--- src/useq_defs.svh ---
`ifndef USEQ_DEFS_SVH
`define USEQ_DEFS_SVH

// cluster size
`define USEQ_NCORES     4      // number of microsequencer cores

// per-core sizes
`define USEQ_FIFO_DEPTH 8      // mailbox entries, fill level needs 4 bits
`define USEQ_ROM_AW     8      // pc and program rom address width

// interrupt entry point, shared by every core
`define USEQ_ISR_VECT   8'h40

// wishbone word address, [3:2] core, [1:0] register
`define USEQ_WB_AW      4

`endif

--- src/useq_out_collect.sv ---
`timescale 1ns/1ps
`include "useq_defs.svh"

module useq_out_collect (
	input  logic                             clk,
	input  logic                             rst_n,
	input  logic [`USEQ_NCORES*8-1:0]        o_port,
	input  logic [`USEQ_NCORES-1:0]          o_port_pulse,
	input  logic                             ev_ready,
	output logic                             ev_valid,
	output logic [$clog2(`USEQ_NCORES)-1:0]  ev_core,
	output logic [7:0]                       ev_data,
	output logic                             ev_lost
);
	localparam int NC = `USEQ_NCORES;
	localparam int CW = $clog2(NC);

	logic [NC-1:0] prev_pulse;
	logic [NC-1:0] toggle;     // output write seen one cycle late
	logic [NC-1:0] slot_full;
	logic [7:0]    slot_data [NC];
	logic [CW-1:0] rr;         // round-robin start point
	logic [CW-1:0] pick;
	logic          found;
	logic          take;       // output register free or being taken
	logic [NC-1:0] drain;

	assign toggle = o_port_pulse ^ prev_pulse;
	assign take   = !ev_valid || ev_ready;
	assign drain  = (take && found) ? (NC'(1) << pick) : '0;

	// first full slot at or after rr
	always_comb begin
		logic [CW-1:0] idx;
		pick  = rr;
		found = 1'b0;
		for (int j = 0; j < NC; j++) begin
			idx = CW'((int'(rr) + j) % NC);
			if (!found && slot_full[idx]) begin
				pick  = idx;
				found = 1'b1;
			end
		end
	end

	always_ff @(posedge clk) begin
		if (!rst_n) begin
			prev_pulse <= '0;
			slot_full  <= '0;
			rr         <= '0;
			ev_valid   <= 1'b0;
			ev_lost    <= 1'b0;
		end else begin
			prev_pulse <= o_port_pulse;
			if (take) begin
				ev_valid <= found;
				if (found) begin
					rr <= (pick == CW'(NC - 1)) ? '0 : pick + 1'b1;
				end
			end
			for (int k = 0; k < NC; k++) begin
				if (toggle[k]) begin
					if (slot_full[k] && !drain[k]) begin
						ev_lost <= 1'b1;  // slot still occupied, new byte lost
					end else begin
						slot_full[k] <= 1'b1;
					end
				end else if (drain[k]) begin
					slot_full[k] <= 1'b0;
				end
			end
		end
	end

	always_ff @(posedge clk) begin
		for (int k = 0; k < NC; k++) begin
			if (toggle[k] && (!slot_full[k] || drain[k])) begin
				slot_data[k] <= o_port[k*8 +: 8];
			end
		end
		if (take && found) begin
			ev_core <= pick;  // holds while stalled
			ev_data <= slot_data[pick];
		end
	end

endmodule

--- config.mk ---
export PLATFORM = sky130hd
export DESIGN_NAME = useq_out_collect
export DESIGN_NICKNAME = d
export VERILOG_FILES = /design/src/useq_out_collect.sv
export VERILOG_INCLUDE_DIRS = /design/src
export SDC_FILE = /design/constraint.sdc
export NUM_CORES = 1
export LEC_CHECK = 0
export BUFFER_PORTS_ARGS = -buffer_cell sky130_fd_sc_hd__buf_4
export CAP_MARGIN = 25
export CORE_ASPECT_RATIO = 0.5
export CORE_MARGIN = 3
export CORE_UTILIZATION = 59
export CTS_BUF_LIST = sky130_fd_sc_hd__clkbuf_8
export CTS_CLUSTER_DIAMETER = 80
export DETAILED_ROUTE_END_ITERATION = 16
export PLACE_DENSITY = 0.84
export RECOVER_POWER = 25
export SYNTH_ARGS = -nofsm -noshare
export SYNTH_HDL_FRONTEND = slang
export SYNTH_SLANG_ARGS = --single-unit
--- constraint.sdc ---
create_clock -name clk -period 4.85 [get_ports clk]
set_input_delay 0.97 -clock clk [delete_from_list [all_inputs] [get_ports clk]]
set_output_delay 0.97 -clock clk [all_outputs]
set_load 0.01 [all_outputs]
## After elaboration in Yosys (flattened, before gate mapping)

Memory sizes are Yosys's and may differ from the RTL's. A register that Yosys moved wholly into a read port is not among the register bits.
Index checks and enable logic that the tools add are counted.

| storage, ports and cells | value |
|---|---|
| register bits | 14 |
| RAM bits | 32 |
| input bits | 39 |
| output and inout bits | 12 |
| word-level logic and storage cells | 108 |
| memories | 1 |

| operators by class | value |
|---|---|
| add/sub/neg operators | 4 |
| $lt $le $gt $ge | 4 |
| equal/unequal tests | 5 |
| shifts and indexed selects | 1 |
| mux-type cells | 45 |
| bitwise logic cells | 1 |
| reductions and logical operators | 38 |

Memory list:

| name | words | bits a word | read ports | clocked after Yosys merged registers in | wr ports | line | text |
|---|---|---|---|---|---|---|---|
| slot_data | 4 | 8 | 1 | 1 | 4 | useq_out_collect.sv:21 | `logic [7:0] slot_data [NC];` |

Operators with widths:

| kind | count |
|---|---|
| 2-to-1 mux 1 bit | 36 |
| logical AND 1 bit | 12 |
| zero test 1 bit | 12 |
| less-than comparator 2 x 3 -> 1 bit, second input constant | 4 |
| AND reduction 2 bit | 5 |
| binary-select mux 1 bit (select 2 bit) | 4 |
| 2-to-1 mux 2 bit | 4 |
| != test 2 bit, second input constant | 4 |
| nonzero test 2 bit | 4 |
| logical OR 1 bit | 5 |
| adder 2 x 1 -> 2 bit, second input constant | 2 |
| adder 2 bit, second input constant | 2 |
| 2-to-1 mux 4 bit | 1 |
| left shift 1 x 2 -> 4 bit, first input constant | 1 |
| bitwise XOR 4 bit | 1 |
| == test 2 bit, second input constant | 1 |

## Longest topological paths before layout

Gate-level depths: netlist of run 1.

| depth | value |
|---|---|
| depth in word-level cells | 24 |
| mapped depth | 11 |
| depth with buffers taken out | 9 |

## Least setup slack after synthesis of run 1

Ideal clock, no wire load.

| path | value |
|---|---|
| kind | register -> register |
| start point | register slot_full[0] |
| end point | memory slot_data[3][0] (enable) |
| library setup time | 0.375 ns |
| data arrival time | 1.943 ns |
| required time | 4.475 ns |
| setup slack | 2.532 ns |
| stages on the path, launching flop included | 9 |
| path buffers | 2 |
| clock period less this slack | 2.318 ns |
| path through | dfxtp_1 -> buf_6 -> nor2b_4 -> o21a_1 -> a2111oi_4 -> buf_6 -> ha_1 -> nand2_1 -> a21oi_1 |

RTL lines:

| item | line | text |
|---|---|---|
| from (decl) | useq_out_collect.sv:20 | `logic [NC-1:0] slot_full;` |
| from (signal assigned) | useq_out_collect.sv:49 | `slot_full <= '0;` |
| from (signal, indexed assignment) | useq_out_collect.sv:66 | `slot_full[k] <= 1'b1;` |
| from (signal, indexed assignment) | useq_out_collect.sv:69 | `slot_full[k] <= 1'b0;` |
| to (decl) | useq_out_collect.sv:21 |  |

==> results.json, run 1 <==
{
  "status": "completed",
  "synth_adder_area_share_pct": 2.327,
  "layout_min_cycle_time_ns": 2.862,
  "synth_cells": 126,
  "n_fill_cell": 168,
  "ios": 51,
  "path_class": "reg -> reg",
  "relSlewSlack_pct": 32.26,
  "maxSlewViolCount": 0,
  "synth-xor-area-share_pct": 1.629,
  "start_util_pct": 66.37,
  "rrSetupSlack_ns": 1.99,
  "pwr-share-clk_pct": 25.9,
  "power_w": 0.001332,
  "first_iter_violations": 66,
  "first_global_vias": 1346,
  "p_seq_share_pct": 48.4,
  "cts_tree": "done",
  "fin_skew_ns": 0.005510,
  "fin_crit_sh_pct": 59.01,
  "ys_ff_latch": 54,
  "hold_class": "reg -> reg",
  "switchingPower_w": 0.0003542,
  "finalSetupViolCount": 0,
  "seq_area_frac_synth_pct": 69.81,
  "maxCapViolations": 0,
  "sw_frac_of_total_pct": 26.60,
  "drive_above_1_share_pct": 38.89,
  "power_density_nw_per_um2": 495.6,
  "place_congestion": 0.7909,
  "route.detailed.wl_per_inst_um": 20.31,
  "avgSynthCellArea_um2": 17.07,
  "holdWs_ns": 0.4981,
  "layout_commonest_cell": "edfxtp_1",
  "postRouteAntennaNets": 0,
  "fp.dieArea_um2": 4450,
  "num_rows": 14,
  "worst_slack_ns": 1.988,
  "n_antenna_cell": 0,
  "viasPerCell": 5.719,
  "cts_resized": 0,
  "final_cell_mix": "edfxtp_1 (42), clkbuf_4 (27), buf_4 (23)",
  "antenna_found_initial": 0,
  "wl_mm": 4.631,
  "synth_nets": 169,
  "finalNetCount": 222,
  "cp-end-kind": "flip-flop",
  "vias": 1304,
  "cts_max_path_buffers": 2,
  "syn_to_final_growth_pct": 24.96,
  "fp.dieW_um": 91.39,
  "first_pass_iters": 4,
  "rsz0062_at_grt": "no",
  "core_area_um2": 3241,
  "post-cts-setup-buffers": 0,
  "grt-ovfl-total": 0,
  "cts_hold_buf": 0,
  "synth-simple-area-share_pct": 6.574,
  "netlist_area_um2": 2151,
  "regArea_um2": 1501,
  "cts_buffers": 5,
  "power.leakage_nw": 1.023,
  "grt_pass1_wl_mm": 7.141,
  "intPower_w": 0.0009776,
  "grt_max_degree": 17,
  "dp_slack_ns": 2.015,
  "clock-root-buffer": "clkbuf_8",
  "hold_violations": 0,
  "drc_errors": 0,
  "multi_input_area_um2": 591.8,
  "finalSetupTns_ns": 0,
  "synth_compound_area_share_pct": 8.435,
  "tightest_slew_ns": 1.016,
  "hpwl_mm": 3.137,
  "required_ns": 4.78,
  "clock_sinks": 54,
  "placed_cells": 220,
  "clkTransAtPathRegs_ns": 0.09,
  "max_clock_freq_mhz": 349.4,
  "combinationalPowerShare_pct": 25.8,
  "muxShareOfSynthArea_pct": 8.551,
  "ys_warn_count": 0,
  "die_y_um": 48.70,
  "instances_no_fill": 228,
  "grt.total_usage_pct": 22.23,
  "h-tree-depth": 2,
  "critPathArrivalTime_ns": 2.80,
  "io_buffer_count": 50,
  "synth_top_family_by_area": "multiplexers",
  "clock_latency_ns": 0.30,
  "synth.distinct_cells": 33,
  "crit_path_max_fanout": 9,
  "start_kind": "flip-flop",
  "peakVddDrop_mv": 0.3042
}
==> stage by stage <==
step	area (um^2)	util [%]
detailed placement	2555	78.84
CTS	2688	82.93
global route	2688	82.93
finish	2688	82.93
global placement	2544	78.49
floorplan	2151	-
==> per-layer routing <==
metal | global-route usage [%] | share of wire [%]
met5 | 0 | 0
met4 | 9.250 | 1.3
met3 | 5.882 | 7.8
met2 | 37.48 | 51
met1 | 27.50 | 40
==> sequential cells by signal, summed over array words and instances (netlist names) <==
| register | count |
|---|---|
| prev_pulse | 4 |
| slot_full | 4 |
| rr | 2 |
| ev_core | 2 |
| slot_data | 32 |
| ev_lost | 1 |
| ev_data | 8 |
| ev_valid | 1 |
==> power groups by stage <==
stage          sequential [W]  clock (W)  combinational (W)
3_5_place_dp         0.000652          0           0.000335
6_report             0.000644   0.000344           0.000343
3_3_place_gp         0.000646          0           0.000318
4_1_cts              0.000644   0.000345           0.000344
5_1_grt              0.000653   0.000369           0.000364
2_1_floorplan        0.000657          0           0.000198
==> cell families (layout without fill, tap and decap cells) <==
kind of cell	Yosys count	after routing
flip-flops	54	54
AND/OR/NAND/NOR	26	26
AO/OA/AOI/OAI	21	21
buffers and inverters	9	63
multiplexers	8	8
adder cells (fa/ha/maj)	4	4
XOR/XNOR	4	4
==> critical path, stage by stage, from the launching register on <==
cell and delay, ns:
dfxtp_1 0.52, or2_1 0.19, nor2_2 0.05, a2111oi_4 0.55
buf_6 0.25, ha_1 0.16, nand2_1 0.06, a21oi_1 0.70
==> final timing paths <==
path	startpoint	endpoint	cells past startpoint
worst max-delay path	slot_full[3]$_SDFFE_PN0P_	slot_data[1][7]$_DFFE_PP_	7
worst min-delay path	ev_lost$_SDFF_PN0_	ev_lost$_SDFF_PN0_	1
worst max register to register	slot_full[3]$_SDFFE_PN0P_	slot_data[1][7]$_DFFE_PP_	7
worst min register to register	ev_lost$_SDFF_PN0_	ev_lost$_SDFF_PN0_	1
==> synth_stat cells <==
library cell | count | area share [%]
and2_1 | 5 | 1.5
o211ai_1 | 1 | 0.35
o41ai_1 | 1 | 0.41
nor3_1 | 1 | 0.23
nor2b_1 | 1 | 0.29
nor2_2 | 1 | 0.29
mux4_1 | 1 | 1.2
o21a_1 | 1 | 0.35
o311ai_4 | 1 | 1.2
a21boi_0 | 6 | 2.1
or2_1 | 1 | 0.29
buf_2 | 1 | 0.23
xnor2_1 | 4 | 1.6
ha_1 | 4 | 2.3
edfxtp_1 | 42 | 59
dfxtp_1 | 12 | 11
mux4_2 | 7 | 7.3
o31a_1 | 1 | 0.41
clkbuf_1 | 1 | 0.17
o21ai_0 | 1 | 0.23
and2b_2 | 1 | 0.41
nand2_1 | 11 | 1.9
buf_6 | 3 | 1.6
clkinv_1 | 1 | 0.17
o31ai_1 | 1 | 0.35
nor2_1 | 1 | 0.17
inv_1 | 3 | 0.52
nand2b_1 | 2 | 0.58
a2111oi_4 | 1 | 1.3
nor4_1 | 1 | 0.29
a21oi_1 | 5 | 1.2
nor2b_4 | 1 | 0.64
o22ai_1 | 2 | 0.58
==> area by class of cell <==
type,count,area share [%]
sequential,54,55.87
inverter,4,0.5587
tap,48,2.235
multi-input combinational,63,22.02
timing repair buffer,51,14.39
clock buffer,5,2.561
clock inverter,3,2.374
No activity file was read; power rests on OpenSTA's default activity.
==> run 2: changes to the inputs <==
ABC_AREA = 1   (was unset)
CORE_UTILIZATION = 56   (was 59)
PLACE_DENSITY = 0.78   (was 0.84)
clock period = 2.9 ns   (was 4.85 ns; I/O delays follow)
==> run 2 against run 1 <==
Against the previous run:
- via count is 36% higher
- hold slack worse by 0.058 ns
- power grew to 2.6 times the previous value
- first-iteration DRC count unchanged
- combinational power rose to 4.8 times the previous value
- setup slack lost 1.7 ns
- register-to-register slack lost 1.7 ns
- routed wire length increased by 0.78%
- sequential power increased by 91%
- critical path depth is 8 higher
- flip-flop and latch count unchanged
- global-route usage fell by 2.7 points
==> results.json, run 2 <==
{
  "power_density_nw_per_um2": 1122,
  "finalInstanceArea_um2": 3038,
  "status": "completed",
  "rr_endpoint": "slot_data[1][1]$_DFFE_PP_",
  "postLayoutCoreUtil_pct": 74.75,
  "hold_depth": 1,
  "grt.total_usage_pct": 19.53,
  "async_reset_ff_share_pct": 0,
  "place_congestion": 0.7988,
  "grt-ovfl-total": 0,
  "seq_area_frac_synth_pct": 60.76,
  "h-tree-depth": 2,
  "clock_latency_ns": 0.32,
  "top_register": "slot_data",
  "cts_hold_buf": 0,
  "start_kind": "flip-flop",
  "route.detailed.wl_per_inst_um": 13.11,
  "finalNetCount": 344,
  "r2r-start": "rr[0]$_SDFFE_PN0P_",
  "largest_reg_flops": 32,
  "cts_tree": "done",
  "hp-start": "o_port[26]",
  "multi_input_area_um2": 850.8,
  "hpwl_mm": 3.403,
  "post-cts-setup-buffers": 0,
  "regArea_um2": 1504,
  "fp.dieArea_um2": 5294,
  "num_rows": 16,
  "finalSetupViolCount": 0,
  "io_buffer_count": 50,
  "final_cell_mix": "nand2_1 (99), edfxtp_1 (42), buf_4 (29)",
  "ys_ff_latch": 54,
  "netlist_area_um2": 2471,
  "first_pass_iters": 4,
  "ff2ff_path_depth": 15,
  "postRouteAntennaNets": 0,
  "required_ns": 2.94,
  "die_y_um": 52.97,
  "ios": 51,
  "cts_max_path_buffers": 2,
  "start_util_pct": 60.81,
  "core_area_um2": 4064,
  "layout_min_cycle_time_ns": 2.616,
  "post_dp_cell_area_um2": 2910,
  "finalSetupTns_ns": 0,
  "synth-main-ff-cell": "edfxtp_1",
  "cp-end-kind": "flip-flop",
  "max_clock_freq_mhz": 382.3,
  "clkTransAtPathRegs_ns": 0.10,
  "drc_errors": 0,
  "critPathArrivalTime_ns": 2.65,
  "power.leakage_nw": 1.395,
  "n_antenna_cell": 0,
  "crit_path_max_fanout": 20,
  "synth_edf_count": 42,
  "clock-root-buffer": "clkbuf_8",
  "netlist.area_leader.share_pct": 51.04,
  "drive_above_1_share_pct": 31.79,
  "tightest_slew_ns": 0.4904,
  "synth_top_area_cell": "edfxtp_1",
  "hold-path-endpoint": "slot_data[3][2]$_DFFE_PP_",
  "peakVddDrop_mv": 0.5364,
  "clock_sinks": 54,
  "first_iter_violations": 66,
  "n_fill_cell": 280,
  "grt_pass1_wl_mm": 7.686,
  "relSlewSlack_pct": 67.27,
  "vias": 1778,
  "viasPerCell": 4.994,
  "yosysMostFrequentCell": "nand2_1",
  "syn_to_final_growth_pct": 22.94,
  "fp.dieW_um": 99.95,
  "synth.distinct_cells": 28,
  "hold_violations": 0,
  "antenna_found_initial": 0,
  "synth_area_leaders": "edfxtp_1 (51%), nand2_1 (15%), dfxtp_1 (9.7%)",
  "rsz0062_at_grt": "no",
  "synth_commonest_cells": "nand2_1 (99), edfxtp_1 (42), nand2_2 (17)",
  "wl_mm": 4.667,
  "rrSetupSlack_ns": 0.28,
  "fin_skew_ns": 0.009533,
  "synth_nets": 285,
  "first_global_vias": 1706,
  "grt_max_degree": 21,
  "cts_buffers": 5,
  "avgSynthCellArea_um2": 10.21,
  "ys_warn_count": 0,
  "maxSlewViolCount": 0,
  "layout_commonest_cell": "nand2_1",
  "maxCapViolations": 0,
  "hold_class": "in -> reg",
  "largestRegisters": "slot_data (32), ev_data (8)",
  "path_class": "reg -> reg",
  "synth_cells": 242,
  "fin_crit_sh_pct": 90.20
}
run 2: worst max path at each step:
stage / startpoint / end / slack [ns] / cells past startpoint
detailed placement: rr[1]$_SDFFE_PN0P_ / slot_data[1][6]$_DFFE_PP_ / 0.15 / 14
finish: rr[0]$_SDFFE_PN0P_ / slot_data[1][1]$_DFFE_PP_ / 0.28 / 15
global placement: rr[1]$_SDFFE_PN0P_ / slot_data[1][6]$_DFFE_PP_ / 0.18 / 14
global route: rr[0]$_SDFFE_PN0P_ / slot_data[1][7]$_DFFE_PP_ / 0.03 / 15
floorplan: rr[0]$_SDFFE_PN0P_ / slot_data[0][0]$_DFFE_PP_ / 0.34 / 14
CTS: rr[1]$_SDFFE_PN0P_ / slot_data[1][7]$_DFFE_PP_ / 0.13 / 14
run 2: cells by family (layout without fill, tap and decap cells):
logic type                 count (synthesis)  after routing  synth area share [%]
DFF                                       54             54                 60.76
AOI/OAI and AO/OA                         19             19                 4.557
buffers and inverters                     22             82                 5.012
adders and majority gates                  4              4                 2.025
and+or+nand+nor                          139            139                 26.23
xor gates and xnor gates                   4              4                 1.418
run 2: power by group:
part	total [W]	internal, W	switching (W)
registers	0.00123	0.00114	0.0000930
logic	0.00165	0.000585	0.00107
clock network	0.000527	0.000263	0.000264
total	0.00341	0.00198	0.00142
run 2: cell type report:
| class | instances | share of cell area, % |
|---|---|---|
| clock inverter | 3 | 1.606 |
| inverter | 18 | 2.554 |
| clock buffer | 5 | 2.265 |
| sequential | 54 | 49.51 |
| timing repair buffer | 56 | 13.84 |
| multi-input combinational | 166 | 28.01 |
| tap | 54 | 2.224 |
run 2: repair_timing:
| item | 4_1_cts | 5_1_grt |
|---|---|---|
| resized for setup | 0 | 4 |
| endpoints found under the setup margin | 0 | 26 |
| hold endpoints to repair | 0 | 0 |
run 2: worst max-delay path, stage by stage (launching register included):
cell and delay [ns]:
dfxtp_2 0.42, buf_4 0.17, nand2_1 0.05, nand2_1 0.09
nand2_1 0.08, nand2_2 0.10, nand3_1 0.12, nand2_1 0.08
nand2_1 0.06, nand2_2 0.07, nand2_4 0.15, inv_8 0.19
ha_1 0.17, nand3_1 0.12, a21oi_1 0.23, buf_4 0.21
run 2: per-layer routing:
| metal | share of wire, % | global-route usage, % | up-vias |
|---|---|---|---|
| met3 | 6.4 | 5.132 | 9 |
| met1 | 43 | 23.84 | 812 |
| met4 | 1.4 | 7.256 | 0 |
| met2 | 49 | 33.89 | 46 |
| met5 | 0 | 0 | - |
| li1 | - | - | 911 |
run 2: through the flow:
stage               std cells  worst slack (ns)  hold WS, ns  power (W)
floorplan                 242            0.3404       0.4796   0.002457
global placement          348            0.1766       0.5051   0.002823
detailed placement        348            0.1522       0.5105   0.002882
CTS                       356            0.1285       0.4219   0.003414
global route              356           0.03290       0.4271   0.003695
finish                    356            0.2842       0.4397   0.003408
==> run 3: changes to the inputs <==
CORE_UTILIZATION = 54   (was 56)
CTS_BUF_LIST = unset   (was sky130_fd_sc_hd__clkbuf_8)
PLACE_DENSITY = 0.76   (was 0.78)
SKIP_CTS_REPAIR_TIMING = 1   (was unset)
==> run 3 against run 2 <==
Against the previous run:
- combinational power hardly changed
- core utilization is 1.8 points lower
- hold slack better by 0.0027 ns
- final cell count stayed put
- critical path type unchanged
==> results.json, run 3 (synthesis results as in run 2) <==
{
  "dp_slack_ns": 0.1859,
  "crit_path_max_fanout": 20,
  "num_rows": 16,
  "core_area_um2": 4144,
  "cts_tree": "done",
  "power.leakage_nw": 1.390,
  "syn_to_final_growth_pct": 22.28,
  "finalNetCount": 344,
  "fin_crit_sh_pct": 91.94,
  "tightest_slew_ns": 0.4654,
  "antenna_found_initial": 0,
  "top_register": "slot_data",
  "maxSlewViolCount": 0,
  "clkTransAtPathRegs_ns": 0.09,
  "place_congestion": 0.8190,
  "finalSetupTns_ns": 0,
  "finalSetupViolCount": 0,
  "drive_above_1_share_pct": 30.79,
  "finalInstanceArea_um2": 3022,
  "wl_mm": 4.589,
  "grt.total_usage_pct": 19.24,
  "route.detailed.wl_per_inst_um": 12.89,
  "first_global_vias": 1767,
  "critPathArrivalTime_ns": 2.69,
  "worst_slack_ns": 0.2338,
  "relSlewSlack_pct": 68.94,
  "rsz0062_at_grt": "no",
  "hpwl_mm": 3.511,
  "cp-end-kind": "flip-flop",
  "largestRegisters": "slot_data (32), ev_data (8)",
  "startpoint": "rr[1]$_SDFFE_PN0P_",
  "first_pass_iters": 4,
  "h-tree-depth": 2,
  "viasPerCell": 5.065,
  "grt_max_degree": 21,
  "cts_max_path_buffers": 2,
  "largest_reg_flops": 32,
  "required_ns": 2.93,
  "status": "completed",
  "start_kind": "flip-flop",
  "fp.dieArea_um2": 5473,
  "hp-start": "o_port[2]",
  "die_y_um": 53.84,
  "start_util_pct": 59.63,
  "max_clock_freq_mhz": 375.1,
  "layout_commonest_cell": "nand2_1",
  "clock-root-buffer": "clkbuf_8",
  "ios": 51,
  "holdWs_ns": 0.4424,
  "fin_skew_ns": 0.008028,
  "fp.dieW_um": 101.7,
  "hold_violations": 0,
  "layout_min_cycle_time_ns": 2.666,
  "post_dp_cell_area_um2": 2910,
  "clock_latency_ns": 0.31,
  "final_cell_mix": "nand2_1 (99), edfxtp_1 (42), buf_4 (29)",
  "io_buffer_count": 50,
  "grt-ovfl-total": 0,
  "hold_class": "in -> reg",
  "peakVddDrop_mv": 0.4354,
  "maxCapViolations": 0,
  "r2r-start": "rr[1]$_SDFFE_PN0P_",
  "first_iter_violations": 77,
  "power_density_nw_per_um2": 1113,
  "path_class": "reg -> reg",
  "clock_sinks": 54,
  "postLayoutCoreUtil_pct": 72.92,
  "n_antenna_cell": 0,
  "cts_buffers": 5,
  "vias": 1803,
  "postRouteAntennaNets": 0,
  "drc_errors": 0,
  "grt_pass1_wl_mm": 7.803
}
==> run 3: critical path, stage by stage (launching register included) <==
cell	delay [ns]
dfxtp_1	0.55
inv_4	0.09
nand2_2	0.08
nand2_2	0.07
nand2_1	0.08
nand2_2	0.08
nor2_4	0.16
nand3b_4	0.11
nand2_2	0.10
nand2_4	0.15
inv_8	0.18
ha_1	0.18
nand3_1	0.12
a21oi_1	0.22
buf_4	0.21
==> run 3: path summary, 6_finish.rpt <==
kind	to	slack [ns]	depth (start not counted)
worst min register to register	slot_full[1]$_SDFFE_PN0P_	0.53	2
worst max-delay path	slot_data[1][4]$_DFFE_PP_	0.23	14
worst max register to register	slot_data[1][4]$_DFFE_PP_	0.23	14
worst min-delay path	slot_data[0][2]$_DFFE_PP_	0.44	1
==> run 3: power breakdown <==
| group | total, W | leakage (nW) | internal (W) | switching [W] |
|---|---|---|---|---|
| Sequential | 0.00123 | 0.509 | 0.00113 | 0.0000908 |
| Clock | 0.000504 | 0.0562 | 0.000258 | 0.000247 |
| Combinational | 0.00163 | 0.824 | 0.000576 | 0.00106 |
==> run 3: cell type report <==
class	instances	area [um^2]
flip-flops and latches	54	1503
fillers	309	1122
multi-input cells	166	845.8
repair buffers	56	416.7
inverters	18	77.57
clock buffers	5	68.82
well taps	54	67.56
clock inverters	3	42.54
==> run 3: layer usage <==
| metal | track usage (%) | share of wire, % | wire length, um | vias up |
|---|---|---|---|---|
| li1 | - | - | - | 910 |
| met2 | 32.36 | 49 | 2254 | 45 |
| met3 | 5.304 | 5.4 | 246 | 11 |
| met5 | 0 | 0 | 0 | - |
| met4 | 8.389 | 1.6 | 75 | 0 |
| met1 | 23.84 | 44 | 2013 | 837 |
==> run 3: through the flow <==
stage	power (W)	instances
2_1_floorplan	0.002457	242
3_3_place_gp	0.002825	348
3_5_place_dp	0.002876	348
4_1_cts	0.003386	356
5_1_grt	0.003655	356
6_report	0.003362	356
