<file path="src/useq_defs.svh">
`ifndef USEQ_DEFS_SVH
`define USEQ_DEFS_SVH

// cluster size
`define USEQ_NCORES     4      // number of microsequencer cores

// per-core sizes
`define USEQ_FIFO_DEPTH 8      // mailbox entries, fill level needs 4 bits
`define USEQ_ROM_AW     8      // pc and program rom address width

// interrupt entry point, shared by every core
`define USEQ_ISR_VECT   8'h40

// wishbone word address, [3:2] core, [1:0] register
`define USEQ_WB_AW      4

`endif

</file>
<file path="src/useq_pkg.sv">
package useq_pkg;

	// low byte of each 16-bit instruction word, immediate sits in the high byte
	typedef enum logic [7:0] {
		NOP  = 8'h00,  // no operation
		LDI  = 8'h01,  // a = imm
		ADDP = 8'h02,  // a = a + latched i_port
		POPF = 8'h03,  // a = mailbox head, waits while empty
		OUT  = 8'h04,  // o_port = a, toggle pulse
		JMP  = 8'h05,  // pc = imm
		SEI  = 8'h06,  // int mask = imm, enable interrupts
		RTI  = 8'h07   // restore pc and a, re-enable interrupts
	} opcode_t;

	// three cycles per instruction
	typedef enum logic [1:0] {
		FETCH   = 2'd0,  // rom address out, waits here while halted
		DECODE  = 2'd1,  // rom data valid, latch opcode and immediate
		EXECUTE = 2'd2   // perform the operation
	} core_state_t;

	// host-visible status register layout
	typedef struct packed {
		logic       run;    // core enabled
		logic       drop;   // sticky, a push hit a full mailbox
		logic       full;
		logic       empty;
		logic [3:0] count;  // mailbox fill level
	} mbox_status_t;

endpackage

</file>
<file path="src/useq_mbox_if.sv">
`timescale 1ns/1ps

// host block to core link, one per core
interface useq_mbox_if;
	logic       push;   // one-cycle strobe, only raised while full is low
	logic [7:0] wdata;  // byte written on push
	logic       run;    // core enable from the control register
	logic [3:0] count;  // mailbox fill level
	logic       full;   // count at fifo depth

	modport host (
		output push, wdata, run,
		input  count, full
	);

	modport core (
		input  push, wdata, run,
		output count, full
	);
endinterface

</file>
<file path="src/useq_core.sv">
`timescale 1ns/1ps
`include "useq_defs.svh"

module useq_core (
	input  logic                    clk,
	input  logic                    rst_n,
	useq_mbox_if.core               mbox,
	output logic [`USEQ_ROM_AW-1:0] rom_addr,
	input  logic [15:0]             rom_data,
	input  logic [7:0]              i_port,
	output logic [7:0]              o_port,
	output logic                    o_port_pulse
);
	localparam int DEPTH = `USEQ_FIFO_DEPTH;
	localparam int PW    = $clog2(DEPTH);

	useq_pkg::core_state_t   state;
	useq_pkg::opcode_t       instr;     // current opcode
	logic [7:0]              imm;       // current immediate
	logic [`USEQ_ROM_AW-1:0] pc;        // points at the instruction in flight
	logic [`USEQ_ROM_AW-1:0] ilr;       // pc saved on interrupt
	logic [7:0]              a;         // accumulator
	logic [7:0]              ta;        // a saved on interrupt
	logic [7:0]              l_i_port;  // i_port from the previous cycle
	logic [7:0]              int_mask;  // set by SEI
	logic                    int_en;    // cleared on entry, set by SEI and RTI
	logic                    int_hit;

	// mailbox storage
	logic [7:0]    fifo_mem [DEPTH];
	logic [PW-1:0] wptr;
	logic [PW-1:0] rptr;
	logic [3:0]    fcount;
	logic          pop;

	assign rom_addr = pc;  // rom registers it, data ready in DECODE

	// rising edge on an unmasked bit, only taken while running
	assign int_hit = int_en && mbox.run && |((i_port & ~l_i_port) & int_mask);

	// POPF retires only with a byte available and no interrupt in the same cycle
	assign pop = (state == useq_pkg::EXECUTE) && (instr == useq_pkg::POPF) &&
		(fcount != 4'd0) && !int_hit;

	assign mbox.count = fcount;
	assign mbox.full  = (fcount == 4'(DEPTH));

	always_ff @(posedge clk) begin
		if (mbox.push) begin
			fifo_mem[wptr] <= mbox.wdata;  // host never pushes into a full mailbox
		end
	end

	always_ff @(posedge clk) begin
		if (!rst_n) begin
			wptr   <= '0;
			rptr   <= '0;
			fcount <= 4'd0;
		end else begin
			if (mbox.push) begin
				wptr <= wptr + 1'b1;  // depth is a power of two, pointers wrap
			end
			if (pop) begin
				rptr <= rptr + 1'b1;
			end
			case ({mbox.push, pop})
				2'b10:   fcount <= fcount + 1'b1;
				2'b01:   fcount <= fcount - 1'b1;
				default: ;  // idle or push and pop together
			endcase
		end
	end

	// fetch / decode / execute
	always_ff @(posedge clk) begin
		if (!rst_n) begin
			state        <= useq_pkg::FETCH;
			instr        <= useq_pkg::NOP;
			pc           <= '0;
			a            <= 8'd0;
			l_i_port     <= 8'd0;
			int_mask     <= 8'd0;
			int_en       <= 1'b0;
			o_port       <= 8'd0;
			o_port_pulse <= 1'b0;
		end else begin
			l_i_port <= i_port;
			if (int_hit) begin
				// abandon the instruction in flight, RTI re-runs it from ilr
				ilr    <= pc;
				ta     <= a;
				int_en <= 1'b0;
				pc     <= `USEQ_ROM_AW'(`USEQ_ISR_VECT);
				state  <= useq_pkg::FETCH;
			end else begin
				case (state)
					useq_pkg::FETCH: begin
						if (mbox.run) begin
							state <= useq_pkg::DECODE;  // halted core parks here
						end
					end
					useq_pkg::DECODE: begin
						instr <= useq_pkg::opcode_t'(rom_data[7:0]);
						imm   <= rom_data[15:8];
						state <= useq_pkg::EXECUTE;
					end
					useq_pkg::EXECUTE: begin
						state <= useq_pkg::FETCH;
						pc    <= pc + 1'b1;
						case (instr)
							useq_pkg::LDI:  a <= imm;
							useq_pkg::ADDP: a <= a + l_i_port;  // wraps mod 256
							useq_pkg::POPF: begin
								if (fcount == 4'd0) begin
									state <= useq_pkg::EXECUTE;  // wait for a byte
									pc    <= pc;
								end else begin
									a <= fifo_mem[rptr];
								end
							end
							useq_pkg::OUT: begin
								o_port       <= a;
								o_port_pulse <= ~o_port_pulse;  // collector watches the toggle
							end
							useq_pkg::JMP: pc <= `USEQ_ROM_AW'(imm);
							useq_pkg::SEI: begin
								int_mask <= imm;
								int_en   <= 1'b1;
							end
							useq_pkg::RTI: begin
								pc     <= ilr;
								a      <= ta;
								int_en <= 1'b1;
							end
							default: ;  // NOP and unknown opcodes just advance
						endcase
					end
					default: state <= useq_pkg::FETCH;
				endcase
			end
		end
	end

endmodule

</file>
<file path="src/flat_wrapper.sv">
// flat-port wrapper written by rule: the top's interface ports become plain ports
module useq_core_flat 
  (clk, rst_n, rom_addr, rom_data, i_port, o_port, o_port_pulse, mbox_push, mbox_wdata, mbox_run, mbox_count, mbox_full);
  useq_mbox_if mbox_i ();
  input  logic clk;
  input  logic rst_n;
  output logic [`USEQ_ROM_AW-1:0] rom_addr;
  input  logic [15:0] rom_data;
  input  logic [7:0] i_port;
  output logic [7:0] o_port;
  output logic o_port_pulse;
  input wire logic [$bits(mbox_i.push)-1:0] mbox_push;
  input wire logic [$bits(mbox_i.wdata)-1:0] mbox_wdata;
  input wire logic [$bits(mbox_i.run)-1:0] mbox_run;
  output wire logic [$bits(mbox_i.count)-1:0] mbox_count;
  output wire logic [$bits(mbox_i.full)-1:0] mbox_full;
  assign mbox_i.push = mbox_push;
  assign mbox_i.wdata = mbox_wdata;
  assign mbox_i.run = mbox_run;
  assign mbox_count = mbox_i.count;
  assign mbox_full = mbox_i.full;
  useq_core u_core (.clk(clk), .rst_n(rst_n), .mbox(mbox_i), .rom_addr(rom_addr), .rom_data(rom_data), .i_port(i_port), .o_port(o_port), .o_port_pulse(o_port_pulse));
endmodule
</file>
<file path="config.mk">
export PLATFORM = sky130hd
export DESIGN_NAME = useq_core_flat
export DESIGN_NICKNAME = d
export VERILOG_FILES = /design/src/useq_pkg.sv /design/src/useq_mbox_if.sv /design/src/useq_core.sv /design/src/flat_wrapper.sv
export VERILOG_INCLUDE_DIRS = /design/src
export SDC_FILE = /design/constraint.sdc
export NUM_CORES = 1
export LEC_CHECK = 0
export ABC_AREA = 1
export BUFFER_PORTS_ARGS = -buffer_cell sky130_fd_sc_hd__buf_4
export CORE_UTILIZATION = 56
export CTS_BUF_LIST = sky130_fd_sc_hd__clkbuf_4
export DETAILED_ROUTE_END_ITERATION = 10
export PLACE_DENSITY = 0.75
export SLEW_MARGIN = 25
export SYNTH_ARGS = -nofsm -noshare
export SYNTH_HDL_FRONTEND = slang
export SYNTH_SLANG_ARGS = --single-unit
export TNS_END_PERCENT = 50
</file>
<file path="constraint.sdc">
create_clock -name clk -period 3.27 [get_ports clk]
set_input_delay 0.654 -clock clk [delete_from_list [all_inputs] [get_ports clk]]
set_output_delay 0.654 -clock clk [all_outputs]
set_load 0.03 [all_outputs]
</file>
* After elaboration in Yosys (flattened, before gate mapping)
Memory sizes are Yosys's and may differ from the RTL's. A register that Yosys moved wholly into a read port is not among the register bits.
Cells that the tools add are included.
** Cells by class
- Reductions and logical operators :: 24
- Bitwise gates (word level) :: 6
- Muxes and demuxes :: 15
- $add $sub $neg :: 6
- Equality and inequality tests :: 15
** Operator list (count)
- equality test 8 x 3 -> 1 bit (second input constant) :: 4
- case mux 8 bit (4 select lines) :: 1
- case mux 8 bit (3 select lines) :: 1
- bitwise AND 8 bit :: 2
- equality test 8 x 2 -> 1 bit (second input constant) :: 2
- two-way mux 8 bit :: 2
- two-way mux 7 bit :: 2
- AND reduction 2 bit :: 5
- AND reduction 3 bit :: 3
- adder 8 x 1 -> 8 bit (second input constant) :: 1
- adder 8 bit :: 1
- equality test 8 x 1 -> 1 bit (second input constant) :: 1
- NOT 8 bit :: 1
- case mux 4 bit (2 select lines) :: 1
- nonzero test 4 bit :: 2
- OR reduction 8 bit :: 1
- adder 3 x 1 -> 3 bit (second input constant) :: 2
- two-way mux 2 bit :: 3
- two-way mux 3 bit :: 2
- case mux 2 bit (3 select lines) :: 1
- logical AND 1 bit :: 5
- adder 4 x 1 -> 4 bit (second input constant) :: 1
- equality test 2 x 1 -> 1 bit (second input constant) :: 2
- equality test 2 bit (second input constant) :: 2
- 12 further kinds :: 18
** Storage, ports and cells
- Memory bits (writable) :: 64
- Bits of input ports :: 36
- Logic and storage cells :: 83
- Memories :: 1
- Register bits :: 86
- Output and inout bits :: 22
** Memories
- u_core.fifo_mem :: words 8, width 8, rd ports 1, clocked after memory_dff 1, write ports 1, RTL line useq_core.sv:30 : logic [7:0] fifo_mem [DEPTH];

* Logic depth before layout (Yosys ltp)
Gate-level depths: netlist of run 1.
- Depth after elaboration :: 9
- Mapped depth :: 16
- Mapped depth without buffers :: 15

* Worst setup path after synthesis of run 1
Ideal clock, no wire load.
- Path type :: input -> register
- Start :: input i_port[0]
- End :: register u_core.fcount[2] (netlist: u_core.mbox.count[2])
- Required time :: 3.155 ns
- Arrival time :: 2.438 ns
- Library setup time :: 0.115 ns
- Path slack :: 0.717 ns
- Buffers on the path :: 1
- Stages on the path :: 15
- Path through :: nand3_1 nand2_1 nor2_1 nand2_1 nand2_1 buf_4 nand2_1 nor3_1 ha_1 xor2_1 ha_1 a21oi_1 xnor2_1 o21ai_0 inv_1
** On the way
- Cells in the longest elaborated chain, start to end :: 8
- Elaborated cells between the ends (all ways) :: 10
- Classes of those cells :: 2 x eq/ne; 1 x mux; 2 x bitwise; 5 x reduce/logical
** RTL lines
- from (decl) :: RTL line flat_wrapper.sv:9 : input logic [7:0] i_port;
- bitwise AND 8 bit (*) (2 in series) :: RTL line useq_core.sv:39 : assign int_hit = int_en && mbox.run && |((i_port & ~l_i_port) & int_mask);
- OR reduction 8 bit (*) :: RTL line useq_core.sv:39
- logical AND 1 bit (*) :: RTL line useq_core.sv:39
- logical NOT 1 bit (*) :: RTL line useq_core.sv:43 : (fcount != 4'd0) && !int_hit;
- logical AND 1 bit (*) :: RTL line useq_core.sv:43
- equality test 2 x 1 -> 1 bit / equality test 2 bit (equally long branches) :: RTL line useq_core.sv:66 : case ({mbox.push, pop})
- case mux 4 bit (2 select lines) / nonzero test 2 bit (equally long branches)
- to (signal assigned) :: RTL line useq_core.sv:67 : 2'b10: fcount <= fcount + 1'b1;
- to (signal assigned) :: RTL line useq_core.sv:68 : 2'b01: fcount <= fcount - 1'b1;
- to (decl) :: RTL line useq_core.sv:33 : logic [3:0] fcount;
Mark *: on every way between the ends. The rest lies on a longest branch, timed or not.
A chain may end at the register's enable or synchronous reset.

* Final worst setup path of run 1
- Start :: register u_core.instr[0]
- End :: register u_core.fcount[2] (netlist: u_core.mbox.count[2])
** On the way
- Cells in the longest elaborated chain, start to end :: 6
- Elaborated cells between the ends (all ways) :: 8
- Classes of those cells :: 3 x eq/ne; 1 x mux; 4 x reduce/logical
** RTL lines
- from (decl) :: RTL line useq_core.sv:18 : useq_pkg::opcode_t instr;
- from (signal assigned) :: RTL line useq_core.sv:78 : instr <= useq_pkg::NOP;
- from (signal assigned) :: RTL line useq_core.sv:103 : instr <= useq_pkg::opcode_t'(rom_data[7:0]);
- equality test 8 x 2 -> 1 bit (*) :: RTL line useq_core.sv:42 : assign pop = (state == useq_pkg::EXECUTE) && (instr == useq_pkg::POPF) &&
- logical AND 1 bit (*) (2 in series) :: RTL line useq_core.sv:42
- logical AND 1 bit (*) :: RTL line useq_core.sv:43
- equality test 2 x 1 -> 1 bit / equality test 2 bit (equally long branches) :: RTL line useq_core.sv:66
- case mux 4 bit (2 select lines) / nonzero test 2 bit (equally long branches)
Marked as above.

==> results.md, run 1 <==
* Mapped Area at 6900 um^2
* R2r setup slk at 0.40 ns
* Initial DRC Count at 375
* Final nets at 892
* CP Max Fanout at 12
* Worst R2R Path Depth at 13
* Area of the core at 12000 um^2
* IO Port Bufs at between 50 and 60
* Die Span Y at 113 um
* Post-synth ARST share at 0
* Cell accounting for the most synthesized area: edfxtp_1
* Critical Path AT at 3.31 ns
* Max reg flops at 64
* WL/cell at 15.4 um
* Pleak at 3.23 nW
* Post-Syn Area per Cell at 8.86 um^2
* Routed Antenna Nets at 0
* Most used DFF post-synth: edfxtp_1
* Number of global-route vias before repair at 5250
* Largest net degree at the start of global routing at 37
* VDD IR-drop max at 0.301 mV
* DR vias/cell at 5.43
* Post-CTS resize count at 0
* Total Wirelength at 15500 um
* Crit-path cells: nand2_2, clkinv_1, nand2_2, nor2_4, inv_2, nor3_1, ha_1, xor2_1, ha_1, a21oi_1, xnor2_1, o21ai_0, inv_1
* # setup viols final at 0
* P&R area growth vs syn at 11.6%
* Worst R2R Start: u_core.instr[0]$_SDFFE_PN0P_
* Kind of critical path: reg -> reg
* Io pins at between 50 and 60
* Antenna Cells at 0
* CTS root buffer: clkbuf_4
* Final Hold Vio Count at 0
* Syn nets at 829
* Overflow after GRT at 0
* Total Routing Usage GR at 0.260
* Outcome: completed
* Hold Path End: u_core.imm[3]$_DFFE_PP_
* Row cnt at 40
* Die Wd at 113 um
* Vias at 5434
* Total CTS buffers at 17
* Hold WS at between 0.2 and 0.3 ns
* Clock-pin slew of the registers on the worst-case setup and hold paths at 0.12 ns
* Setup_tns at 0 ns
* PnR Total Power at between 3 and 4 mW
* Required time of the worst setup path at 3.71 ns
* Fin crit share at 0.877
* Period minus WS final at 2.87 ns
* Die area at ~13000 um^2
* Post-synth EDFFs at 88
* Bufs on Longest Clock Path at 2
* Register area share after synthesis at 0.572
* # DRC at 0
* Post-DP HPWL at 10900 um
* CTS Sinks at approximately 150
* Max Freq at 349 MHz
* Placed cell area at 7470 um^2
* Hold Path Stages at 1
* Slew Limit Headroom at 0.398
* H-tree Lvls at 4
* Hold Startpoint: rom_data[11]
* Critical Path Start Type: flop
* Power Dens Cells at 434 nW/um^2
* Initial core utilization at 0.574
* Placer Congestion at 0.859
* Largest Register: u_core.fifo_mem
* First-pass GRT wire length at 25300 um
* Share of cells above drive strength 1 at 0.139
* Worst skew pair latency at 0.54 ns
* Worst Max-Slew Pin Slew at about 0.9 ns
* Largest incremental delay on the critical path at 0.48 ns
* CP max-delay cell: dfxtp_1
* Synth top area share at 0.383
* Synth top area cells: edfxtp_1 38%, dfxtp_1 19%, nand2_1 9.8%, nor2_1 5.1%, nand3_1 4.9%
* RSZ-0062 raised after global routing: false
* Initial antenna violation count at 0
* Post-layout util at 0.641
* Hold-fix buffers, CTS at 0
* Cell count after synthesis at 779
* TritonRoute pass-1 iters at 4
* Clk_skew at 0.0189 ns
* Post-synthesis cell type count at between 40 and 50
* Cell area after layout at 7700 um^2
* Worst hold-check path type: in -> reg
* Setup bufs post-CTS at 0
* CTS tree: built
* Max cap viols at 0
* Yosys warns at 0
* #FFs+latches synth at between 150 and 200
* Max Slew Vio Count at 0
* Crit path capture type: flop
* R2R Path End: u_core.mbox.count[2]$_SDFFE_PN0P_
## cell usage after synthesis, types with 3 or more instances
cell type  number
xor2_1          4
clkbuf_1       12
inv_1          84
a21oi_1        56
xnor2_1         3
nand2_2         6
nor2_1         94
buf_2           6
nand4_1         3
o21ai_0        52
nand3b_1        3
ha_1           13
edfxtp_1       88
nor2_4          3
nand3_1        68
inv_2           5
o21a_1          3
nand2_1       181
dfxtp_1        65
nor3_1          4
## stage by stage
stage | instances | worst slack (ns)
6_report | 1001 | 0.401
5_1_grt | 1001 | 0.180
3_5_place_dp | 970 | 0.327
2_1_floorplan | 779 | 0.717
4_1_cts | 1001 | 0.476
3_3_place_gp | 970 | 0.499
## power breakdown
group / internal, mW / switching [mW]
Sequential: 2.07 / 0.0296
Combinational: 0.0858 / 0.158
Clock: 0.372 / 0.625
## critical path: cells and delay by family, from the launching register on
family,cells,cell delay (ns)
DFF,1,0.48
xor gates and xnor gates,2,0.43
and+or+nand+nor,4,0.87
AOI/OAI and AO/OA,2,0.21
buffers and inverters,3,0.22
adders and majority gates,2,0.55
## worst max path at each step
stage                                             from                                 to  slack (ns)
after floorplan                              i_port[0]  u_core.mbox.count[2]$_SDFFE_PN0P_        0.72
after global placement                       i_port[6]  u_core.mbox.count[2]$_SDFFE_PN0P_        0.50
after detailed placement                     i_port[6]  u_core.mbox.count[2]$_SDFFE_PN0P_        0.33
after CTS                 u_core.instr[0]$_SDFFE_PN0P_  u_core.mbox.count[2]$_SDFFE_PN0P_        0.48
after global routing      u_core.instr[0]$_SDFFE_PN0P_  u_core.mbox.count[2]$_SDFFE_PN0P_        0.18
final                     u_core.instr[0]$_SDFFE_PN0P_  u_core.mbox.count[2]$_SDFFE_PN0P_        0.40
## kinds of logic after synthesis
logic type	share of synthesized area
AOI/OAI and AO/OA	0.0923
and+or+nand+nor	0.237
DFF	0.572
adders and majority gates	0.0265
buffers and inverters	0.0637
xor gates and xnor gates	0.00889
## routing by layer
layer  track usage  share of wire  up-vias
met2         0.429           0.48      167
met1         0.341           0.44     2546
met5             0              0        -
met3        0.0498          0.056       23
li1              -              -     2698
met4         0.101          0.022        0
## cell usage in the layout, fill, tap and decap left out, types with 2 or more instances in the layout
cell / instances
clkinv_1: 6
a21oi_2: 2
clkbuf_4: 19
nand3_1: 68
ha_1: 13
nor3_4: 2
nor2_1: 94
xnor2_1: 3
o21a_1: 3
inv_1: 84
clkinvlp_4: 2
nand2_1: 181
a21oi_1: 56
nand3_2: 2
inv_2: 5
nand3b_1: 3
buf_4: 65
nor3_1: 4
edfxtp_1: 88
xor2_1: 4
o21ai_1: 2
nand2_2: 6
dfxtp_1: 65
nand4_1: 3
o21ai_0: 52
clkinv_2: 5
nor2_4: 3
## cell type report
cell class,instances,area (um^2)
Clock buffer,19,143
Clock inverter,12,85.1
Fill cell,977,4310
Inverter,91,342
Multi-Input combinational cell,514,2520
Sequential cell,153,3940
Tap cell,147,184
Timing Repair Buffer,65,488
(Power assumes the default switching activity.)
==> run 2, diff against run 1 <==
ABC_AREA = not set   (was 1)
CAP_MARGIN = 25   (was not set)
PLACE_DENSITY = 0.76   (was 0.75)
==> run 2 against run 1 <==
  * Worst hold slack worse by 0.015 ns
  * Final cell count is 22% lower
  * Area after synthesis is 4.5% lower
  * Sequential share of layout area is 0.56 points higher
  * Register-to-register slack worse by 0.09 ns
  * Clock power is 31% higher
  * Routed wire length is 1.1% lower
  * Sequential power hardly changed
  * Non-clock buffer count is 16 higher
  * Critical path type unchanged
  * Largest power group unchanged
==> results.md, run 2 <==
* Outcome: completed
* Overflow after GRT at 0
* Post-synth top cells: 88 x edfxtp_1, 65 x dfxtp_1, 48 x a21oi_1, 45 x o21ai_0, 41 x nand3_1
* Row cnt at 39
* Power Internal at 2.82 mW
* Power Dens Cells at 478 nW/um^2
* Placer Congestion at 0.877
* Total Wirelength at 15300 um
* Total Routing Usage GR at 0.260
* Worst hold-check path type: in -> reg
* Most common cell after layout, fill and taps aside: edfxtp_1
* Clk_skew at ~0.017 ns
* WL/cell at 19.5 um
* Initial DRC Count at 327
* Worst Max-Slew Pin Slew at 0.865 ns
* Clk pwr share at 0.359
* CTS tree: built
* Initial antenna violation count at 0
* P&R area growth vs syn at 15.6%
* Max Slew Vio Count at 0
* #FFs+latches synth at 153
* PnR Total Power at 3.64 mW
* Most common cell in the netlist: edfxtp_1
* Post-synth EDFFs at 88
* Syn nets at 608
* Post-Syn Area per Cell at 11.8 um^2
* PnR worst setup slack at 0.307 ns
* H-tree Lvls at 4
* Hold WS at 0.272 ns
* Fin crit share at 0.906
* Kind of critical path: reg -> reg
* Cell accounting for the most synthesized area: edfxtp_1
* Initial core utilization at 0.577
* Largest incremental delay on the critical path at 0.44 ns
* # DRC at 0
* Max cap viols at 0
* Yosys warns at 0
* Die Span Y at 110 um
* IO Port Bufs at 57
* Post-CTS resize count at 0
* Slew Limit Headroom at 0.421
* Final nets at about 680
* Setup bufs post-CTS at 0
* Bufs on Longest Clock Path at 2
* Pleak at about 2.7 nW
* Max reg flops at 64
* Flop pwr share at 0.577
* Max Freq at 337 MHz
* Post-synthesis cell type count at 58
* Hold-fix buffers, CTS at 0
* Cell count after synthesis at between 500 and 600
* CP max-delay cell: o311a_1
* Crit path capture type: flop
* Clock-pin slew of the registers on the worst-case setup and hold paths at 0.13 ns
* Routed Antenna Nets at 0
* Worst skew pair latency at 0.56 ns
* Worst R2R Path Depth at 13
* Critical Path Start Type: flop
* Register area share after synthesis at 0.599
* Hold Path Stages at 1
* Final Hold Vio Count at 0
* Largest net degree at the start of global routing at 35
* Synth top area share at 0.401
* Synth top area cells: edfxtp_1 40%, dfxtp_1 20%, mux4_2 5.5%, a21oi_1 3.6%, o21ai_0 3.4%
* Commonest cells after routing, fill and taps aside: 88 x edfxtp_1, 80 x buf_4, 65 x dfxtp_1
* CTS root buffer: clkbuf_4
* Setup_tns at 0 ns
* CP Max Fanout at 2
* First-pass GRT wire length at 24500 um
* Largest Register: u_core.fifo_mem
* Critical Path AT at 3.46 ns
* # setup viols final at 0
* NetSw at roughly 820 uW
* Required time of the worst setup path at 3.77 ns
* Net Sw Frac at 0.227
* RSZ-0062 raised after global routing: false
* VDD IR-drop max at 0.513 mV
* Die Wd at between 100 and 150 um
* CTS Sinks at 153
* Period minus WS final at 2.96 ns
* Number of global-route vias before repair at 4883
* Crit-path cells: and3b_1, a31oi_1, nand3_1, o311a_1, nor4_1, buf_4, ha_1, xor2_1, ha_1, a21oi_1, xor2_1, or3_1, a21oi_1
* Total CTS buffers at 17
* DR vias/cell at 6.26
* TritonRoute pass-1 iters at 9
* Area of the core at 11400 um^2
* Vias at 4907
* Most used DFF post-synth: edfxtp_1
* Io pins at slightly below 60
* Share of total power in combinational logic at 0.064
* Mapped Area at between 6000 and 7000 um^2
* Post-synth ARST share at 0
* Antenna Cells at 0
* Die area at ~12000 um^2
* Share of cells above drive strength 1 at 0.212
* DP Worst Slack at -0.111 ns
* Post-DP HPWL at 10700 um
==> run 2: power by group through the flow <==
| stage | sequential, mW | combinational, mW | clock [mW] |
|---|---|---|---|
| 3_5_place_dp | 2.14 | 0.230 | 0 |
| 2_1_floorplan | 2.14 | 0.129 | 0 |
| 5_1_grt | 2.11 | 0.254 | 1.40 |
| 4_1_cts | 2.10 | 0.232 | 1.32 |
| 3_3_place_gp | 2.14 | 0.222 | 0 |
| 6_report | 2.10 | 0.232 | 1.31 |
==> run 2: layer usage <==
layer / track usage / wire, um / vias to the layer above
li1: - / - / 2277
met1: 0.312 / 6060 / 2396
met2: 0.450 / 7860 / 202
met3: 0.0626 / 1090 / 32
met4: 0.103 / 265 / 0
met5: 0 / 0 / -
==> run 2: cell families after synthesis <==
group / count (synthesis) / synth area share
compound gates: 141 / 0.127
xor+xnor: 11 / 0.0146
fa+ha+maj: 15 / 0.0293
buf+inv: 38 / 0.0222
flops: 153 / 0.599
mux: 27 / 0.0716
simple gates: 173 / 0.137
==> run 2: path summary, 6_finish.rpt <==
| check | from | to | slack [ns] |
|---|---|---|---|
| worst max register to register | u_core.l_i_port[4]$_SDFF_PN0_ | u_core.mbox.count[2]$_SDFFE_PN0P_ | 0.31 |
| worst min-delay path | rom_data[11] | u_core.imm[3]$_DFFE_PP_ | 0.27 |
| worst max-delay path | u_core.l_i_port[4]$_SDFF_PN0_ | u_core.mbox.count[2]$_SDFFE_PN0P_ | 0.31 |
| worst min register to register | u_core.int_mask[3]$_SDFFE_PN0P_ | u_core.int_mask[3]$_SDFFE_PN0P_ | 0.48 |
==> run 2: cell type report <==
cell class | count | area (um^2)
clock inverters | 11 | 171
multi-input cells | 367 | 2510
well taps | 143 | 179
repair buffers | 81 | 621
flip-flops and latches | 153 | 3940
inverters | 8 | 30.0
clock buffers | 21 | 158
fillers | 855 | 3800
==> run 2: critical path: cells and delay by family (launching register included) <==
kind | cells | cell delay, ns
compound gates | 4 | 0.78
xor+xnor | 2 | 0.32
fa+ha+maj | 2 | 0.34
buf+inv | 1 | 0.18
flops | 1 | 0.35
simple gates | 4 | 0.96
==> run 2: through the flow <==
stage / utilization / cells / cell area, um^2
finish: 0.667 / 784 / 7620
global route: 0.667 / 784 / 7620
CTS: 0.667 / 784 / 7620
detailed placement: 0.638 / 752 / 7290
global placement: 0.638 / 752 / 7290
floorplan: - / 558 / 6590
==> run 3, diff against run 2 <==
REMOVE_ABC_BUFFERS = 1   (was not set)
==> run 3 against run 2 <==
  * Via count is 1.0% lower
  * Register-to-register slack worse by 0.09 ns
  * Worst hold slack worse by 0.029 ns
  * Sequential cell count stayed put
  * Die area stayed put
  * Routed wire length is 0.72% lower
  * Design area is 1.1% lower
  * First-iteration DRC count is 3.7% higher
  * Non-clock buffer count is 1 higher
  * Global-route usage is 0.11 points higher
  * Largest cell class unchanged
  * Highest routed layer unchanged
==> results.md, run 3 (synthesis results as in run 2) <==
* Outcome: completed
* Antenna Cells at 0
* P&R area growth vs syn at 14.4%
* WL/cell at a little under 20 um
* CTS root buffer: clkbuf_4
* First-pass GRT wire length at 24300 um
* Routed Antenna Nets at 0
* Number of global-route vias before repair at 4800
* Total Wirelength at 15200 um
* Area of the core at 11400 um^2
* Hold Path Stages at 1
* Share of cells above drive strength 1 at 0.211
* Initial core utilization at 0.577
* Total CTS buffers at 17
* Initial antenna violation count at 0
* PnR Total Power at about 3.4 mW
* CTS Sinks at 153
* Largest net degree at the start of global routing at 35
* DP Worst Slack at -0.282 ns
* Max Slew Vio Count at 0
* Row cnt at 39
* Hold Startpoint: rom_data[13]
* Worst R2R Path Depth at 13
* Die Span Y at about 110 um
* Final Hold Vio Count at 0
* Bufs on Longest Clock Path at 2
* Vias at 4858
* Crit path capture type: flop
* VDD IR-drop max at 0.325 mV
* Die area at 12200 um^2
* R2R Path End: u_core.mbox.count[2]$_SDFFE_PN0P_
* Max reg flops at between 60 and 70
* Slew Limit Headroom at 0.394
* Critical Path Start Type: flop
* Commonest cells after routing, fill and taps aside: 88 x edfxtp_1, 82 x buf_4, 65 x dfxtp_1
* Kind of critical path: reg -> reg
* Fin crit share at 0.932
* Critical Path AT at 3.55 ns
* Max cap viols at 0
* # DRC at 0
* Worst Max-Slew Pin Slew at 0.906 ns
* Pleak at 2.67 nW
* Worst R2R Start: u_core.l_i_port[4]$_SDFF_PN0_
* IO Port Bufs at 57
* Io pins at 58
* PnR worst setup slack at between 0.2 and 0.25 ns
* Hold WS at 0.243 ns
* Post-DP HPWL at 10600 um
* Overflow after GRT at 0
* Required time of the worst setup path at between 3 and 4 ns
* H-tree Lvls at 4
* Total Routing Usage GR at 0.261
* CP Max Fanout at 4
* R2r setup slk at 0.22 ns
* Initial DRC Count at approximately 340
* Most common cell after layout, fill and taps aside: edfxtp_1
* Hold Path End: u_core.imm[5]$_DFFE_PP_
* Max Freq at 328 MHz
* # setup viols final at 0
* Worst hold-check path type: in -> reg
* Worst skew pair latency at 0.59 ns
* Hold-fix buffers, CTS at 0
* Clk_skew at 0.0235 ns
* DR vias/cell at 6.20
* Die Wd at 110 um
* Power Dens Cells at 451 nW/um^2
* Clock-pin slew of the registers on the worst-case setup and hold paths at 0.12 ns
* Period minus WS final at 3.05 ns
* RSZ-0062 raised after global routing: false
* TritonRoute pass-1 iters at 5
* Largest Register: u_core.fifo_mem
* CTS tree: built
* Placer Congestion at ~0.87
* Final nets at 679
run 3: per-layer routing:
metal / GRT usage / up-vias / share of wire
met5: 0 / - / 0
met4: 0.131 / 0 / 0.028
met3: 0.0543 / 35 / 0.053
met2: 0.438 / 174 / 0.51
met1: 0.320 / 2374 / 0.41
li1: - / 2275 / -
run 3: where the power goes:
part / total (mW) / switching, mW / internal [mW]
sequential: 2.10 / 0.0310 / 2.07
clock: 1.06 / 0.678 / 0.385
combinational: 0.232 / 0.132 / 0.0999
total: 3.40 / 0.841 / 2.56
run 3: final cells by class:
cell class | instances | area, um^2
Multi-Input combinational cell | 367 | 2520
Sequential cell | 153 | 3940
Fill cell | 872 | 3880
Clock buffer | 19 | 143
Tap cell | 143 | 179
Inverter | 8 | 30.0
Clock inverter | 12 | 101
Timing Repair Buffer | 82 | 616
run 3: worst max-delay path by stage:
stage          slack (ns)                                end  cells after the start                          start
2_1_floorplan       -1.00            u_core.ilr[0]$_DFFE_PP_                      5                      i_port[4]
3_3_place_gp        -0.13  u_core.mbox.count[2]$_SDFFE_PN0P_                     14                      i_port[4]
3_5_place_dp        -0.28  u_core.mbox.count[2]$_SDFFE_PN0P_                     14                      i_port[4]
4_1_cts              0.09  u_core.mbox.count[2]$_SDFFE_PN0P_                     13  u_core.l_i_port[4]$_SDFF_PN0_
5_1_grt              0.06  u_core.mbox.count[2]$_SDFFE_PN0P_                     13  u_core.l_i_port[4]$_SDFF_PN0_
6_report             0.22  u_core.mbox.count[2]$_SDFFE_PN0P_                     13  u_core.l_i_port[4]$_SDFF_PN0_
run 3: metrics by stage:
stage / std cells / instance area, um^2 / utilization / TNS, ns
after global routing: 784 / 7530 / 0.660 / 0
after detailed placement: 753 / 7280 / 0.638 / -0.417
after global placement: 753 / 7280 / 0.638 / -0.160
after CTS: 784 / 7530 / 0.659 / 0
final: 784 / 7530 / 0.660 / 0
after floorplan: 528 / 6470 / - / -30.80
run 3: worst max-delay path, stage by stage (launching register included):
cell and delay (ns):
dfxtp_1 0.36, and3b_1 0.18, a31oi_1 0.13, nand3_1 0.13, o311a_1 0.43, nor4_2 0.34, buf_4 0.18, ha_1 0.21
xor2_1 0.09, ha_1 0.19, a21oi_1 0.17, xor2_1 0.11, or3_1 0.32, a21oi_1 0.14
run 3: repair_timing:
action                                  CTS  global route
buffers inserted                          0             0
endpoints found under the setup margin    0             1
gates resized for setup                   0             1
